File: src/dmem_pkg.sv
/* shared types of the data-memory path, XLEN fixed at 32 and no sizes above word
   prot bit 2 is reserved for instruction fetches and is always zero here */
`default_nettype none

package dmem_pkg;

  ////////////////////////////////////////////////////////////////////////////
  // widths and constants
  ////////////////////////////////////////////////////////////////////////////
  localparam int XLEN           = 32;
  // request cycle to misaligned flag
  localparam int MISALIGN_DEPTH = 2;

  // privilege levels, only user and machine used
  localparam logic [1:0] PRV_U = 2'b00;
  localparam logic [1:0] PRV_M = 2'b11;

  // cfg register word offsets
  localparam logic [1:0] CFG_PRV_ADR    = 2'd0;
  localparam logic [1:0] CFG_UBASE_ADR  = 2'd1;
  localparam logic [1:0] CFG_ULIMIT_ADR = 2'd2;

  ////////////////////////////////////////////////////////////////////////////
  // transfer attributes
  ////////////////////////////////////////////////////////////////////////////
  // any other code is treated as misaligned
  typedef enum logic [2:0] {
    BYTE  = 3'b000,
    HWORD = 3'b001,
    WORD  = 3'b010
  } biu_size_t;

  typedef struct packed {
    logic instr;  // reserved for fetches
    logic priv;
    logic data;
  } biu_prot_t;

  ////////////////////////////////////////////////////////////////////////////
  // request, response and bus bundles
  ////////////////////////////////////////////////////////////////////////////
  // from the load/store unit
  typedef struct packed {
    logic [XLEN-1:0] adr;
    biu_size_t       size;
    logic            lock;
    logic            we;
    logic [XLEN-1:0] d;
  } mem_req_t;

  // core block toward the BIU
  typedef struct packed {
    logic [XLEN-1:0] adr;
    biu_size_t       size;
    logic            lock;
    logic            we;
    logic [XLEN-1:0] d;
    biu_prot_t       prot;
  } biu_req_t;

  typedef struct packed {
    logic [XLEN-1:0] q;
    logic            stb_ack;
    logic            ack;
    logic            err;
  } biu_rsp_t;

  // wishbone classic, master to slave
  typedef struct packed {
    logic            cyc;
    logic            stb;
    logic            we;
    logic [XLEN-1:0] adr;
    logic [XLEN-1:0] dat;
    logic [3:0]      sel;
    logic            lock;
  } wb_m2s_t;

  typedef struct packed {
    logic [XLEN-1:0] dat;
    logic            ack;
    logic            err;
  } wb_s2m_t;

endpackage

`default_nettype wire

File: src/dmem_prv_cfg.sv
/* only adr[3:2] is decoded so the registers alias across the cfg space
   never errors, privilege written through byte lane 0 only */
`timescale 1ns/1ps
`default_nettype none

module dmem_prv_cfg
  import dmem_pkg::*;
(
  input  wire logic            clk_i,
  input  wire logic            rst_ni,
  input  wire wb_m2s_t         cfg_i,
  output wb_s2m_t              cfg_o,
  output logic [1:0]           prv_o,
  output logic [XLEN-1:0]      ubase_o,
  output logic [XLEN-1:0]      ulimit_o
);

  logic            access;
  logic            ack_q;
  logic [1:0]      idx;
  logic [1:0]      prv_q;
  logic [XLEN-1:0] ubase_q;
  logic [XLEN-1:0] ulimit_q;
  logic [XLEN-1:0] rdat_q;

  // byte lane merge for the window registers
  function automatic logic [XLEN-1:0] merge_bytes(input logic [XLEN-1:0] old_v,
                                                  input logic [XLEN-1:0] new_v,
                                                  input logic [3:0]      sel);
    logic [XLEN-1:0] res;
    res = old_v;
    for (int b = 0; b < 4; b++)
      if (sel[b])
        res[8*b +: 8] = new_v[8*b +: 8];
    return res;
  endfunction

  // one ack per strobe, the cycle after it rises
  assign access = cfg_i.cyc & cfg_i.stb & ~ack_q;
  assign idx    = cfg_i.adr[3:2];

  always_ff @(posedge clk_i or negedge rst_ni)
  begin
    if (!rst_ni)
    begin
      ack_q    <= 1'b0;
      prv_q    <= PRV_M;
      ubase_q  <= '0;
      ulimit_q <= '0;
    end
    else
    begin
      ack_q <= access;
      if (access && cfg_i.we)
        case (idx)
          CFG_PRV_ADR:    if (cfg_i.sel[0]) prv_q <= cfg_i.dat[1:0];
          CFG_UBASE_ADR:  ubase_q  <= merge_bytes(ubase_q, cfg_i.dat, cfg_i.sel);
          CFG_ULIMIT_ADR: ulimit_q <= merge_bytes(ulimit_q, cfg_i.dat, cfg_i.sel);
          default:        ;
        endcase
    end
  end

  // read data, privilege zero extended
  always_ff @(posedge clk_i)
  begin
    if (access)
      case (idx)
        CFG_PRV_ADR:    rdat_q <= {{(XLEN-2){1'b0}}, prv_q};
        CFG_UBASE_ADR:  rdat_q <= ubase_q;
        CFG_ULIMIT_ADR: rdat_q <= ulimit_q;
        default:        rdat_q <= '0;
      endcase
  end

  assign cfg_o    = '{dat: rdat_q, ack: ack_q, err: 1'b0};
  assign prv_o    = prv_q;
  assign ubase_o  = ubase_q;
  assign ulimit_o = ulimit_q;

endmodule

`default_nettype wire

File: src/dmem_nodcache_core.sv
/* LSU keeps mem_req_i and its fields stable until ack or err, one transfer in flight
   misaligned requests never reach the BIU and are flagged MISALIGN_DEPTH cycles later */
`timescale 1ns/1ps
`default_nettype none

module dmem_nodcache_core
  import dmem_pkg::*;
(
  input  wire logic            clk_i,
  input  wire logic            rst_ni,
  // load/store unit side
  input  wire logic            mem_req_i,
  input  wire mem_req_t        mem_i,
  output logic [XLEN-1:0]      mem_q_o,
  output logic                 mem_ack_o,
  output logic                 mem_err_o,
  output logic                 mem_misaligned_o,
  input  wire logic [1:0]      prv_i,
  // toward the BIU
  output logic                 biu_stb_o,
  output biu_req_t             biu_req_o,
  input  wire biu_rsp_t        biu_rsp_i
);

  logic                            misaligned;
  logic [MISALIGN_DEPTH-1:0]       misalign_q;
  logic                            hold_req_q;
  mem_req_t                        hold_mem_q;
  mem_req_t                        req_sel;
  biu_prot_t                       prot;
  logic [$clog2(MISALIGN_DEPTH):0] inflight_q;
  logic [$clog2(MISALIGN_DEPTH):0] discard_q;
  logic                            rsp_done;
  logic                            ack_fwd;
  logic                            err_fwd;

  ////////////////////////////////////////////////////////////////////////////
  // misalignment check
  ////////////////////////////////////////////////////////////////////////////
  always_comb
  begin
    case (mem_i.size)
      BYTE:    misaligned = 1'b0;
      HWORD:   misaligned = mem_i.adr[0];
      WORD:    misaligned = |mem_i.adr[1:0];
      default: misaligned = 1'b1;
    endcase
    misaligned = misaligned & mem_req_i;
  end

  // delay line, last stage drives the flag
  always_ff @(posedge clk_i or negedge rst_ni)
  begin
    if (!rst_ni)
      misalign_q <= '0;
    else
      misalign_q <= (misalign_q << 1) | MISALIGN_DEPTH'(misaligned);
  end

  assign mem_misaligned_o = misalign_q[MISALIGN_DEPTH-1];

  ////////////////////////////////////////////////////////////////////////////
  // request hold while the BIU is busy
  ////////////////////////////////////////////////////////////////////////////
  always_ff @(posedge clk_i)
  begin
    if (mem_req_i)
      hold_mem_q <= mem_i;
  end

  // set while a strobe waits for stb_ack
  always_ff @(posedge clk_i or negedge rst_ni)
  begin
    if (!rst_ni)
      hold_req_q <= 1'b0;
    else if (misaligned || err_fwd)
      hold_req_q <= 1'b0;
    else
      hold_req_q <= biu_stb_o & ~biu_rsp_i.stb_ack;
  end

  ////////////////////////////////////////////////////////////////////////////
  // in-flight and discard tracking
  ////////////////////////////////////////////////////////////////////////////
  assign rsp_done = biu_rsp_i.ack | biu_rsp_i.err;

  always_ff @(posedge clk_i or negedge rst_ni)
  begin
    if (!rst_ni)
      inflight_q <= '0;
    else
      case ({biu_rsp_i.stb_ack, rsp_done})
        2'b10:   inflight_q <= inflight_q + 1'b1;
        2'b01:   inflight_q <= inflight_q - 1'b1;
        default: ;
      endcase
  end

  // responses still owed to an abandoned request are dropped
  always_ff @(posedge clk_i or negedge rst_ni)
  begin
    if (!rst_ni)
      discard_q <= '0;
    else if (misaligned || err_fwd)
    begin
      if (|inflight_q && rsp_done)
        discard_q <= inflight_q - 1'b1;
      else
        discard_q <= inflight_q;
    end
    else if (|discard_q && rsp_done)
      discard_q <= discard_q - 1'b1;
  end

  ////////////////////////////////////////////////////////////////////////////
  // BIU request and LSU response
  ////////////////////////////////////////////////////////////////////////////
  assign req_sel = hold_req_q ? hold_mem_q : mem_i;

  // user or privileged data access, never a fetch
  assign prot = '{instr: 1'b0, priv: (prv_i != PRV_U), data: 1'b1};

  // no new strobe until the previous transfer completes
  assign biu_stb_o = (mem_req_i | hold_req_q) & ~misaligned & ~|inflight_q;

  assign biu_req_o = '{adr:  req_sel.adr,
                       size: req_sel.size,
                       lock: req_sel.lock,
                       we:   req_sel.we,
                       d:    req_sel.d,
                       prot: prot};

  // zero-wait completion arrives together with stb_ack
  assign ack_fwd = |inflight_q ? biu_rsp_i.ack : biu_rsp_i.ack & biu_stb_o;
  assign err_fwd = ~|discard_q & (|inflight_q ? biu_rsp_i.err : biu_rsp_i.err & biu_stb_o);

  assign mem_q_o   = biu_rsp_i.q;
  assign mem_ack_o = ~|discard_q & ack_fwd;
  assign mem_err_o = err_fwd;

  // BIU accepts only a live strobe
  stb_ack_a: assert property (@(posedge clk_i) disable iff (!rst_ni)
    biu_rsp_i.stb_ack |-> biu_stb_o);

  // a completion without acceptance needs an earlier accepted transfer
  inflight_a: assert property (@(posedge clk_i) disable iff (!rst_ni)
    (rsp_done && !biu_rsp_i.stb_ack) |-> (inflight_q != '0));

endmodule

`default_nettype wire

File: src/dmem_biu_wb.sv
/* single outstanding Wishbone classic cycle, user window is [ubase, ulimit)
   ulimit at or below ubase faults every user access */
`timescale 1ns/1ps
`default_nettype none

module dmem_biu_wb
  import dmem_pkg::*;
(
  input  wire logic            clk_i,
  input  wire logic            rst_ni,
  input  wire logic            biu_stb_i,
  input  wire biu_req_t        biu_req_i,
  output biu_rsp_t             biu_rsp_o,
  input  wire logic [XLEN-1:0] ubase_i,
  input  wire logic [XLEN-1:0] ulimit_i,
  output wb_m2s_t              wb_o,
  input  wire wb_s2m_t         wb_i
);

  typedef enum logic [1:0] {ST_IDLE, ST_BUS, ST_FAULT} state_t;

  state_t          state_q;
  logic            accept;
  logic            window_err;
  logic            acc_q;
  logic            in_bus;
  logic [3:0]      sel_d;
  logic [XLEN-1:0] adr_q;
  logic [XLEN-1:0] dat_q;
  logic [3:0]      sel_q;
  logic            we_q;
  logic            lock_q;
  biu_size_t       size_q;
  logic [1:0]      lane_q;
  logic [XLEN-1:0] rd_shift;
  logic [XLEN-1:0] rd_data;

  assign accept = (state_q == ST_IDLE) & biu_stb_i;

  // privileged accesses skip the window
  assign window_err = ~biu_req_i.prot.priv &
                      ((biu_req_i.adr < ubase_i) | (biu_req_i.adr >= ulimit_i));

  // byte lanes from size and low address
  always_comb
  begin
    case (biu_req_i.size)
      BYTE:    sel_d = 4'b0001 << biu_req_i.adr[1:0];
      HWORD:   sel_d = 4'b0011 << {biu_req_i.adr[1], 1'b0};
      WORD:    sel_d = 4'b1111;
      default: sel_d = 4'b0000;
    endcase
  end

  ////////////////////////////////////////////////////////////////////////////
  // FSM
  ////////////////////////////////////////////////////////////////////////////
  always_ff @(posedge clk_i or negedge rst_ni)
  begin
    if (!rst_ni)
    begin
      state_q <= ST_IDLE;
      acc_q   <= 1'b0;
    end
    else
    begin
      // stb_ack for a bus cycle lines up with the rising wb stb
      acc_q <= accept & ~window_err;
      case (state_q)
        ST_IDLE:  if (biu_stb_i) state_q <= window_err ? ST_FAULT : ST_BUS;
        ST_BUS:   if (wb_i.ack || wb_i.err) state_q <= ST_IDLE;
        default:  state_q <= ST_IDLE;
      endcase
    end
  end

  // transfer payload, word aligned address
  always_ff @(posedge clk_i)
  begin
    if (accept)
    begin
      adr_q  <= {biu_req_i.adr[XLEN-1:2], 2'b00};
      dat_q  <= biu_req_i.d << {biu_req_i.adr[1:0], 3'b000};
      sel_q  <= sel_d;
      we_q   <= biu_req_i.we;
      lock_q <= biu_req_i.lock;
      size_q <= biu_req_i.size;
      lane_q <= biu_req_i.adr[1:0];
    end
  end

  ////////////////////////////////////////////////////////////////////////////
  // bus outputs and read alignment
  ////////////////////////////////////////////////////////////////////////////
  assign in_bus = (state_q == ST_BUS);

  assign wb_o = '{cyc: in_bus, stb: in_bus, we: we_q, adr: adr_q,
                  dat: dat_q, sel: sel_q, lock: lock_q};

  // move the addressed lane down, then zero extend
  assign rd_shift = wb_i.dat >> {lane_q, 3'b000};

  always_comb
  begin
    case (size_q)
      BYTE:    rd_data = {{(XLEN-8){1'b0}}, rd_shift[7:0]};
      HWORD:   rd_data = {{(XLEN-16){1'b0}}, rd_shift[15:0]};
      default: rd_data = rd_shift;
    endcase
  end

  assign biu_rsp_o = '{q:       rd_data,
                       stb_ack: (accept & window_err) | acc_q,
                       ack:     in_bus & wb_i.ack,
                       err:     (in_bus & wb_i.err) | (state_q == ST_FAULT)};

  // classic cycle holds strobe and address until the slave answers
  wb_hold_a: assert property (@(posedge clk_i) disable iff (!rst_ni)
    (wb_o.stb && !wb_i.ack && !wb_i.err) |=>
      (wb_o.stb && wb_o.cyc && $stable(wb_o.adr)));

endmodule

`default_nettype wire

File: src/dmem_subsys_top.sv
/* data-memory subsystem without cache, the cfg port is a separate Wishbone slave
   the data bus runs one classic cycle at a time */
`timescale 1ns/1ps
`default_nettype none

module dmem_subsys_top
  import dmem_pkg::*;
(
  input  wire logic            clk_i,
  input  wire logic            rst_ni,
  // load/store unit
  input  wire logic            mem_req_i,
  input  wire mem_req_t        mem_i,
  output logic [XLEN-1:0]      mem_q_o,
  output logic                 mem_ack_o,
  output logic                 mem_err_o,
  output logic                 mem_misaligned_o,
  // configuration slave
  input  wire wb_m2s_t         cfg_i,
  output wb_s2m_t              cfg_o,
  // data bus master
  output wb_m2s_t              wb_o,
  input  wire wb_s2m_t         wb_i
);

  logic [1:0]      prv;
  logic [XLEN-1:0] ubase;
  logic [XLEN-1:0] ulimit;
  logic            biu_stb;
  biu_req_t        biu_req;
  biu_rsp_t        biu_rsp;

  // privilege and user window
  dmem_prv_cfg dmem_prv_cfg_inst (
    .clk_i    (clk_i),
    .rst_ni   (rst_ni),
    .cfg_i    (cfg_i),
    .cfg_o    (cfg_o),
    .prv_o    (prv),
    .ubase_o  (ubase),
    .ulimit_o (ulimit)
  );

  dmem_nodcache_core dmem_nodcache_core_inst (
    .clk_i            (clk_i),
    .rst_ni           (rst_ni),
    .mem_req_i        (mem_req_i),
    .mem_i            (mem_i),
    .mem_q_o          (mem_q_o),
    .mem_ack_o        (mem_ack_o),
    .mem_err_o        (mem_err_o),
    .mem_misaligned_o (mem_misaligned_o),
    .prv_i            (prv),
    .biu_stb_o        (biu_stb),
    .biu_req_o        (biu_req),
    .biu_rsp_i        (biu_rsp)
  );

  dmem_biu_wb dmem_biu_wb_inst (
    .clk_i     (clk_i),
    .rst_ni    (rst_ni),
    .biu_stb_i (biu_stb),
    .biu_req_i (biu_req),
    .biu_rsp_o (biu_rsp),
    .ubase_i   (ubase),
    .ulimit_i  (ulimit),
    .wb_o      (wb_o),
    .wb_i      (wb_i)
  );

endmodule

`default_nettype wire

File: config.mk
export PLATFORM = sky130hd
export DESIGN_NAME = dmem_subsys_top
export DESIGN_NICKNAME = d
export VERILOG_FILES = /design/src/dmem_pkg.sv /design/src/dmem_prv_cfg.sv /design/src/dmem_nodcache_core.sv /design/src/dmem_biu_wb.sv /design/src/dmem_subsys_top.sv
export SDC_FILE = /design/constraint.sdc
export NUM_CORES = 1
export LEC_CHECK = 0
export ABC_AREA = 1
export ABC_CLOCK_PERIOD_IN_PS = 7600
export CAP_MARGIN = 20
export CORE_AREA = 2 2 178 180
export CTS_BUF_LIST = sky130_fd_sc_hd__clkbuf_2
export CTS_CLUSTER_SIZE = 8
export DETAILED_ROUTE_END_ITERATION = 8
export DIE_AREA = 0 0 180 182
export DONT_BUFFER_PORTS = 1
export GPL_TIMING_DRIVEN = 1
export PLACE_DENSITY = 0.65
export SYNTH_ARGS = -nofsm -noshare
export SYNTH_HDL_FRONTEND = slang
export SYNTH_SLANG_ARGS = --single-unit
export TNS_END_PERCENT = 1
File: constraint.sdc
create_clock -name clk_i -period 7.6 [get_ports clk_i]
set_input_delay 0 -clock clk_i [delete_from_list [all_inputs] [get_ports clk_i]]
set_output_delay 0 -clock clk_i [all_outputs]
set_load 0.005 [all_outputs]
==> impl_results.md, run 1 <==
- Number of max-cap violations: 0
- GRT met2 Usage: 0.417
- Most numerous cell on the critical path: dlygate4sd3_1
- DR pass1 iterations: 7
- Grt total ovfl: 0
- Area growth syn-to-layout: 33.0%
- Commonest cells after routing, fill and taps aside: nand2_1 (326), dlygate4sd3_1 (299), edfxtp_1 (174)
- Nets: 1761
- Part of the Yosys area used for sequential elements: 0.588
- Fin worst setup slack: 3.24 ns
- Ys Warns: 0
- Number of CTS-inserted buffers: 71
- Layout cells sized above 1: 0.112
- Post-DP Area: 12400 sq um
- Status: completed
- Setup Fix Bufs, Post-CTS: 0
- Top cell family by delay on the critical path: buffers and inverters
- Commonest non-fill, non-tap cell in the layout: nand2_1
- Hold violation count in the final report: 0
- Final instance area: 16200 sq um
- GP Congestion: 0.862
- TritonCTS Sinks: 251
- VDD IR max: 0.163 mV
- Starting Density: 0.393
- Post-Layout Cell Count: 1979
- Area contributors post-synth: edfxtp_1 (43%), dfrtp_1 (15%), nand2_1 (10%), ha_1 (6.8%), o21ai_0 (4.3%)
- Final setup fails: 0
- Min-Delay Path Class: input pin to output pin
- Pwr Density: 256 nW/um^2
- Number of port buffers: 0
- Startpoint Class: flop
- Netlist Area Pre-Place: 12200 sq um
- DPL Wire Length: 22200 um
- Count of pins over their slew limit: 0
- Post-synth cell types: 48
- Largest area contributor in the netlist: edfxtp_1
- Logic pwr share: 0.304
- TritonCTS clock tree: done
- Pre-CTS setup slack: 3.57 ns
- First-pass GRT wire length: 59900 um
- Met3 usage: 0.0648
- Setup Skew: 0.0981 ns
- Root Buffer: clkbuf_2
- CP Cell Sequence: nor2_4, nand2_4, dlygate4sd3_1, nor3_4, dlygate4sd3_1, nand2_1, dlygate4sd3_1, o21ai_0, dlygate4sd3_1
- Max incr delay on CP: 0.92 ns
- Max Clock Freq: 230 MHz
- # DRC: 0
- Number of synthesized register bits: 251
- Htree depth: 3
- Post-synthesis async set-or-reset flop share: 0.307
- Syn avg cell area: 10.3 sq um
- Leakage power: 6.81 nW
- Die Wd: 180 um
- RSZ-0062 raised after global routing: no
- WP data arrival: 5.18 ns
- Worst Tran Pin Value: 1.01 ns
- CTS max path bufs: 3
- Via count: 10300
- Post-synth EDFFs: 174
- Vias in the first global route: 11000
- Clock power share: 0.250
- Critical-path maximum fanout: 14
- Routed WL: 38800 um
- Fill cells: 2596
- DRT iter0 DRCs: 749
- Avg WL per Cell: 19.6 um
- Net Sw Frac: 0.365
- Antenna-violating nets left: 0
- Fin crit share: 0.573
- Placed insts: 1543
- I/O pins: 319
- Site Rows: 65
- Max_slew headroom: 0.324
- Die Y: 182 um
- Post-route setup TNS: 0 ns
- Largest net degree at the start of global routing: 76
- Core area: 31000 sq um
- Setup CP Type: flop to flop
- Die area: 32800 sq um
- Main flop type after synthesis: edfxtp_1
- Share of the synthesized area in the top cell type: 0.429
- Worst-Skew Late Latency: 0.94 ns
- Grt met1 use: 0.265
- Req. time, crit path: 8.42 ns
- Switching power: 1.51 mW
- WP buf/inv: 4
- Tmin final: 4.36 ns
- Routed vias/inst: 5.22
- Initial antenna violation count: 4
- Post-synthesis cell count: 1185
- Internal power: 2.63 mW
- Busiest grt layer: met2
- Hold WS: 0.0924 ns
- Clock transition at path regs: 0.11 ns
- CP max stage cell: dlygate4sd3_1
- Sequential Power Share: 0.446
- Gr usage total: 0.235
- Worst setup EP type: flop
==> layout make-up <==
class	count	area [sq um]	share of cell area
Sequential cell	251	7160	0.442
Multi-Input combinational cell	766	4290	0.265
Timing Repair Buffer	309	3130	0.193
Clock buffer	109	546	0.0337
Tap cell	402	503	0.0311
Inverter	118	445	0.0275
Clock inverter	19	108	0.00665
Antenna cell	5	12.5	0.000773
==> layer usage <==
metal	vias to the layer above	wire length, um
li1	4759	-
met1	4909	14800
met2	558	19300
met3	101	3430
met4	0	1270
met5	-	0
==> power by group through the flow <==
| stage | Sequential [mW] | Clock, mW | Combinational [mW] |
|---|---|---|---|
| floorplan | 1.83 | 0 | 0.797 |
| global placement | 1.87 | 0 | 1.01 |
| detailed placement | 1.88 | 0 | 1.04 |
| CTS | 1.85 | 1.05 | 1.23 |
| global route | 1.87 | 1.14 | 1.41 |
| finish | 1.85 | 1.04 | 1.26 |
==> cells in the mapped netlist (6+ instances only) <==
| cell | instances |
|---|---|
| a21oi_1 | 56 |
| buf_2 | 11 |
| buf_4 | 19 |
| clkbuf_1 | 14 |
| dfrtp_1 | 75 |
| edfxtp_1 | 174 |
| ha_1 | 66 |
| inv_1 | 110 |
| mux2i_1 | 16 |
| nand2_1 | 327 |
| nand3_1 | 10 |
| nor2_1 | 57 |
| nor3_1 | 6 |
| nor3_4 | 8 |
| o21ai_0 | 105 |
| o221ai_1 | 17 |
| o22ai_1 | 30 |
| or2_2 | 17 |
==> logic make-up (layout without fill, tap and decap cells) <==
family | after synthesis | count (layout) | share of synthesized area
simple gates | 441 | 441 | 0.155
mux | 19 | 19 | 0.0159
fa+ha+maj | 66 | 66 | 0.0678
other cells | 1 | 8 | 0.000308
compound gates | 233 | 233 | 0.109
flops | 251 | 251 | 0.588
buf+inv | 170 | 555 | 0.0615
xor+xnor | 4 | 4 | 0.00288
==> final timing paths <==
path | start | cells after the start | slack, ns | to
max | dmem_prv_cfg_inst.ack_q | 9 | 3.24 | dmem_prv_cfg_inst.ubase_o[10]
min | wb_i[33] | 2 | 0.09 | mem_q_o[31]
max reg2reg | dmem_prv_cfg_inst.ack_q | 9 | 3.24 | dmem_prv_cfg_inst.ubase_o[10]
min reg2reg | dmem_nodcache_core_inst.misalign_q[0] | 0 | 0.35 | dmem_nodcache_core_inst.misalign_q[1]
max in group asynchronous | rst_ni | 4 | 6.85 | dmem_prv_cfg_inst.ulimit_o[28]
min in group asynchronous | rst_ni | 3 | 0.34 | dmem_prv_cfg_inst.prv_o[0]
==> what timing repair did <==
item	4_1_cts	5_1_grt
endpoints found under the setup margin	0	0
resized for setup	0	0
endpoints found under the hold margin	460	0
hold buffers	302	0
==> sequential cells by signal, indices dropped and copies added (netlist names), 3 cells and up <==
register                            flops
dmem_biu_wb_inst.adr_q                 30
dmem_biu_wb_inst.dat_q                 32
dmem_biu_wb_inst.sel_q                  4
dmem_nodcache_core_inst.hold_mem_q     69
dmem_prv_cfg_inst.ubase_o              32
dmem_prv_cfg_inst.rdat_q               32
dmem_prv_cfg_inst.ulimit_o             32
dmem_biu_wb_inst.size_q                 3
==> through the flow <==
| stage | utilization | power, mW |
|---|---|---|
| floorplan | - | 2.63 |
| global placement | 0.402 | 2.88 |
| finish | 0.523 | 4.15 |
| detailed placement | 0.402 | 2.91 |
| global route | 0.523 | 4.43 |
| CTS | 0.522 | 4.12 |
(Power assumes the default switching activity.)
==> run 2, diff against run 1 <==
ABC_CLOCK_PERIOD_IN_PS = 4000   (was 7600)
PLACE_DENSITY = 0.67   (was 0.65)
clock period = 4 ns   (was 7.6 ns; I/O delays follow)
==> run 2 against run 1 <==
  * Via count barely moved
  * Worst setup slack worse by 3.1 ns
  * Critical path depth fell by 1
  * Flip-flop and latch count unchanged
  * Final area is 0.36% higher
  * Critical path type unchanged
  * Hold slack got worse by 0.0013 ns
==> impl_results.md, run 2 (same netlist as run 1, synthesis figures left out) <==
- Status: completed
- VDD IR max: 0.286 mV
- Grt total ovfl: 0
- Placed insts: 1551
- Gr usage total: 0.231
- Worst setup EP type: flop
- Site Rows: 65
- Clock transition at path regs: 0.11 ns
- Initial antenna violation count: 2
- Die Y: 182 um
- TritonCTS clock tree: done
- Critical-path maximum fanout: 16
- Biggest register: dmem_nodcache_core_inst.hold_mem_q
- Count of pins over their slew limit: 0
- Avg WL per Cell: 19.2 um
- Resize count post-CTS: 0
- Die Wd: 180 um
- Worst Tran Pin Value: 1.06 ns
- Commonest cells after routing, fill and taps aside: nand2_1 (326), dlygate4sd3_1 (298), edfxtp_1 (174)
- Largest net degree at the start of global routing: 78
- DR pass1 iterations: 5
- # DRC: 0
- Root Buffer: clkbuf_2
- Pwr Density: 488 nW/um^2
- WP data arrival: 4.65 ns
- Post-DP Area: 12500 sq um
- GP Congestion: 0.907
- Max Clock Freq: 262 MHz
- CTS max path bufs: 3
- Power, Total: 7.93 mW
- Die area: 32800 sq um
- RSZ-0062 raised after global routing: no
- Setup CP Type: flop to flop
- CTS Hold Buffers Added: 301
- DPL Wire Length: 23200 um
- Worst-Skew Late Latency: 0.93 ns
- Final setup fails: 0
- Hold depth: 2
- Via count: 10300
- Starting Density: 0.393
- Nets: 1767
- Antenna-violating nets left: 0
- Htree depth: 3
- Setup Fix Bufs, Post-CTS: 0
- Area growth syn-to-layout: 33.5%
- Startpoint Class: flop
- Core area: 31000 sq um
- DRT iter0 DRCs: 831
- Number of CTS-inserted buffers: 70
- Routed vias/inst: 5.21
- First-pass GRT wire length: 58900 um
- Number of port buffers: 0
- Max FFs per register: 69
- Min-Delay Path Class: input pin to output pin
- Req. time, crit path: 4.84 ns
- Final design utilization: 0.524
- Post-route setup TNS: 0 ns
- Max_slew headroom: 0.291
- Final instance area: 16200 sq um
- Number of max-cap violations: 0
- Layout cells sized above 1: 0.114
- Worst R2R Path Depth: 8
- Fin crit share: 0.954
- TritonCTS Sinks: 251
- Routed WL: 38100 um
- Setup Skew: 0.0744 ns
- Vias in the first global route: 10800
- Tmin final: 3.82 ns
- Hold violation count in the final report: 0
- Leakage power: 6.85 nW
- Post-Layout Cell Count: 1982
- I/O pins: 319
- Commonest non-fill, non-tap cell in the layout: nand2_1
[run 2: worst paths after layout]
path	startpoint	to	slack, ns
worst max-delay path	dmem_prv_cfg_inst.ack_q	dmem_prv_cfg_inst.ulimit_o[10]	0.18
worst min-delay path	wb_i[28]	mem_q_o[26]	0.09
worst max register to register	dmem_prv_cfg_inst.ack_q	dmem_prv_cfg_inst.ulimit_o[10]	0.18
worst min register to register	dmem_nodcache_core_inst.misalign_q[0]	dmem_nodcache_core_inst.misalign_q[1]	0.35
max in group asynchronous	rst_ni	dmem_prv_cfg_inst.ulimit_o[15]	3.23
min in group asynchronous	rst_ni	dmem_prv_cfg_inst.ubase_o[23]	0.35
[run 2: worst max-delay path: stages, from the launching register on]
cell and delay, ns:
dfrtp_1 0.44, nor2_4 0.22, nand2_4 0.08, dlygate4sd3_1 0.92
nor3_4 0.65, nand2_1 0.13, dlygate4sd3_1 0.60, o21ai_0 0.11
dlygate4sd3_1 0.63
[run 2: area by class of cell]
| cell class | count | area [sq um] |
|---|---|---|
| diodes | 3 | 7.51 |
| clock buffers | 103 | 515 |
| clock inverters | 23 | 150 |
| fillers | 2661 | 14700 |
| inverters | 118 | 445 |
| multi-input cells | 766 | 4290 |
| flip-flops and latches | 251 | 7160 |
| well taps | 402 | 503 |
| repair buffers | 316 | 3180 |
[run 2: stage by stage]
stage | worst slack, ns | hold WS, ns
after global routing | 0.0932 | 0.0754
final | 0.184 | 0.0911
after detailed placement | 0.745 | -0.291
after floorplan | 0.382 | -0.296
after CTS | 0.290 | 0.0419
after global placement | 0.778 | -0.291
[run 2: power breakdown]
group	total [mW]	switching, mW	leakage (nW)	internal [mW]
Clock	1.98	1.16	0.499	0.820
Sequential	3.51	0.205	2.53	3.31
Combinational	2.44	1.49	3.83	0.945
Total	7.93	2.86	6.85	5.07
[run 2: layer usage]
layer,GRT usage,up-vias,part of all wire
met5,0,-,0
met4,0.102,0,0.034
met3,0.0700,97,0.088
met2,0.407,548,0.51
met1,0.259,4915,0.37
li1,-,4768,-
==> run 3, diff against run 2 <==
--- a/config.mk
+++ b/config.mk
@@ -10,3 +10,5 @@
 export CAP_MARGIN = 20
-export CORE_AREA = 2 2 178 180
+export CELL_PAD_IN_SITES_DETAIL_PLACEMENT = 1
+export CELL_PAD_IN_SITES_GLOBAL_PLACEMENT = 2
+export CORE_AREA = 2 2 185 187
 export CTS_BUF_LIST = sky130_fd_sc_hd__clkbuf_2
@@ -14,6 +16,6 @@
 export DETAILED_ROUTE_END_ITERATION = 8
-export DIE_AREA = 0 0 180 182
+export DIE_AREA = 0 0 187 189
 export DONT_BUFFER_PORTS = 1
 export GPL_TIMING_DRIVEN = 1
-export PLACE_DENSITY = 0.67
+export PLACE_DENSITY = 0.89
 export SYNTH_ARGS = -nofsm -noshare
==> constraint.sdc (replaced) <==
create_clock -name clk_i -period 4 [get_ports clk_i]
set_input_delay 0.4 -clock clk_i [delete_from_list [all_inputs] [get_ports clk_i]]
set_output_delay 0.4 -clock clk_i [all_outputs]
set_load 0.005 [all_outputs]
==> run 3 against run 2 <==
  * Register-to-register slack better by 0.40 ns
  * First-iteration DRC count down 44%
  * Largest cell class unchanged
  * Combinational power down 4%
  * Hold slack worse by 0.020 ns
  * Sequential share of layout area up 4.1 points
  * Sequential power about the same
  * Wire length up 2.8%
  * Flip-flop and latch count unchanged
  * Worst setup slack better by 0.40 ns
  * Core utilization down 7.8 points
  * Global-route usage down 0.92 points
  * Fmax up 12%
==> impl_results.md, run 3 (same netlist as run 1, synthesis figures left out) <==
- Status: completed
- Count of pins over their slew limit: 0
- Leakage power: 6.34 nW
- DRT iter0 DRCs: 468
- Root Buffer: clkbuf_2
- Biggest register: dmem_nodcache_core_inst.hold_mem_q
- Avg WL per Cell: 20.7 um
- Clock power share: 0.259
- Area growth syn-to-layout: 22.1%
- DR pass1 iterations: 5
- WP data arrival: 4.19 ns
- DPL Wire Length: 24900 um
- Die area: 35300 sq um
- I/O pins: 319
- Req. time, crit path: 4.77 ns
- Gr usage total: 0.222
- GP Congestion: 0.828
- # DRC: 0
- Min-Delay Path Class: input pin to flop
- Via count: 9711
- Number of CTS-inserted buffers: 72
- Routed WL: 39100 um
- Final setup fails: 0
- Logic pwr share: 0.297
- Vias in the first global route: 10600
- Resize count post-CTS: 0
- Worst-Skew Late Latency: 0.97 ns
- Core area: 33300 sq um
- RSZ-0062 raised after global routing: no
- Clock transition at path regs: 0.10 ns
- Layout cells sized above 1: 0.130
- Commonest cells after routing, fill and taps aside: nand2_1 (326), edfxtp_1 (174), dlygate4sd3_1 (150)
- Nets: 1621
- Die Y: 189 um
- Antenna-violating nets left: 0
- Internal power: 4.97 mW
- Starting Density: 0.366
- Max_slew headroom: 0.438
- Site Rows: 67
- Htree depth: 3
- Initial antenna violation count: 5
- Post-Layout Cell Count: 1888
- Routed vias/inst: 5.14
- Max Clock Freq: 293 MHz
- Setup Fix Bufs, Post-CTS: 0
- Largest net degree at the start of global routing: 71
- First-pass GRT wire length: 60100 um
- Fin crit share: 0.854
- Fill cells: 3722
- Pwr Density: 529 nW/um^2
- CTS max path bufs: 3
- Max FFs per register: 69
- Startpoint Class: flop
- Setup CP Type: flop to flop
- Sequential Power Share: 0.444
- Placed insts: 1597
- Number of max-cap violations: 0
- Post-route setup TNS: 0 ns
- Switching power: 2.88 mW
- Worst Tran Pin Value: 0.841 ns
- Hold violation count in the final report: 0
- TritonCTS Sinks: 251
- Net Sw Frac: 0.367
- Tmin final: 3.42 ns
- VDD IR max: 0.241 mV
- Critical-path maximum fanout: 32
- Number of port buffers: 0
- TritonCTS clock tree: done
- Setup Skew: 0.103 ns
- CTS Hold Buffers Added: 153
- Worst reg-to-reg setup slack: 0.58 ns
- Die Wd: 187 um
- Worst setup EP type: flop
- Grt total ovfl: 0
- Commonest non-fill, non-tap cell in the layout: nand2_1
[run 3: path summary, 6_finish.rpt]
kind | startpoint | end | cells after the start
min reg2reg | dmem_nodcache_core_inst.misalign_q[0] | dmem_nodcache_core_inst.misalign_q[1] | 0
max reg2reg | dmem_nodcache_core_inst.hold_req_q | dmem_nodcache_core_inst.inflight_q[1] | 21
min in group asynchronous | rst_ni | dmem_prv_cfg_inst.ubase_o[13] | 3
min | mem_i[37] | dmem_biu_wb_inst.lane_q[0] | 2
max | dmem_nodcache_core_inst.hold_req_q | dmem_nodcache_core_inst.inflight_q[1] | 21
max in group asynchronous | rst_ni | dmem_prv_cfg_inst.ulimit_o[31] | 4
[run 3: stage by stage]
step | total power, mW | area (sq um) | hold WS (ns) | utilization | setup slack [ns]
floorplan | 4.99 | 12200 | 0.104 | - | 0.131
global placement | 5.52 | 12600 | 0.108 | 0.377 | 0.622
detailed placement | 5.63 | 12600 | 0.108 | 0.377 | 0.563
CTS | 7.90 | 14800 | 0.00193 | 0.446 | 0.580
global route | 8.42 | 14900 | 0.00217 | 0.446 | 0.223
finish | 7.86 | 14900 | 0.0707 | 0.446 | 0.584
[run 3: cell type report]
cell class                 instances  area (sq um)  area share
antenna                            5          12.5    0.000842
inverter                         118           445      0.0300
multi-input combinational        766          4290       0.289
timing repair buffer             168          1700       0.114
tap                              448           561      0.0377
clock buffer                     109           546      0.0367
sequential                       251          7160       0.482
clock inverter                    23           148     0.00994
[run 3: critical path: stages, from the launching register on]
cell,delay [ns]
dfrtp_2,0.43
inv_4,0.36
buf_4,0.35
nand2_1,0.08
nand2_1,0.13
ha_1,0.15
nand2_1,0.04
inv_1,0.07
nand3_1,0.12
nor3_1,0.38
nand2_1,0.10
nand2_1,0.07
nand2_1,0.05
nand2_1,0.06
nor2_1,0.04
nand2_1,0.13
nand3_1,0.10
nand2_1,0.09
inv_1,0.05
ha_1,0.32
nand2_1,0.10
o21ai_0,0.09
[run 3: power by group through the flow]
| stage | clock network, mW | registers (mW) | logic (mW) |
|---|---|---|---|
| 5_1_grt | 2.24 | 3.53 | 2.65 |
| 2_1_floorplan | 0 | 3.48 | 1.52 |
| 3_5_place_dp | 0 | 3.54 | 2.09 |
| 4_1_cts | 2.09 | 3.49 | 2.32 |
| 3_3_place_gp | 0 | 3.52 | 2.00 |
| 6_report | 2.03 | 3.49 | 2.34 |
[run 3: layer usage]
metal  vias to the layer above  track usage  wire length, um
met5                         -            0                0
met4                         0       0.0931             1200
met3                        81       0.0721             2960
met2                       381        0.395            20000
met1                      4778        0.244            15000
li1                       4471            -                -
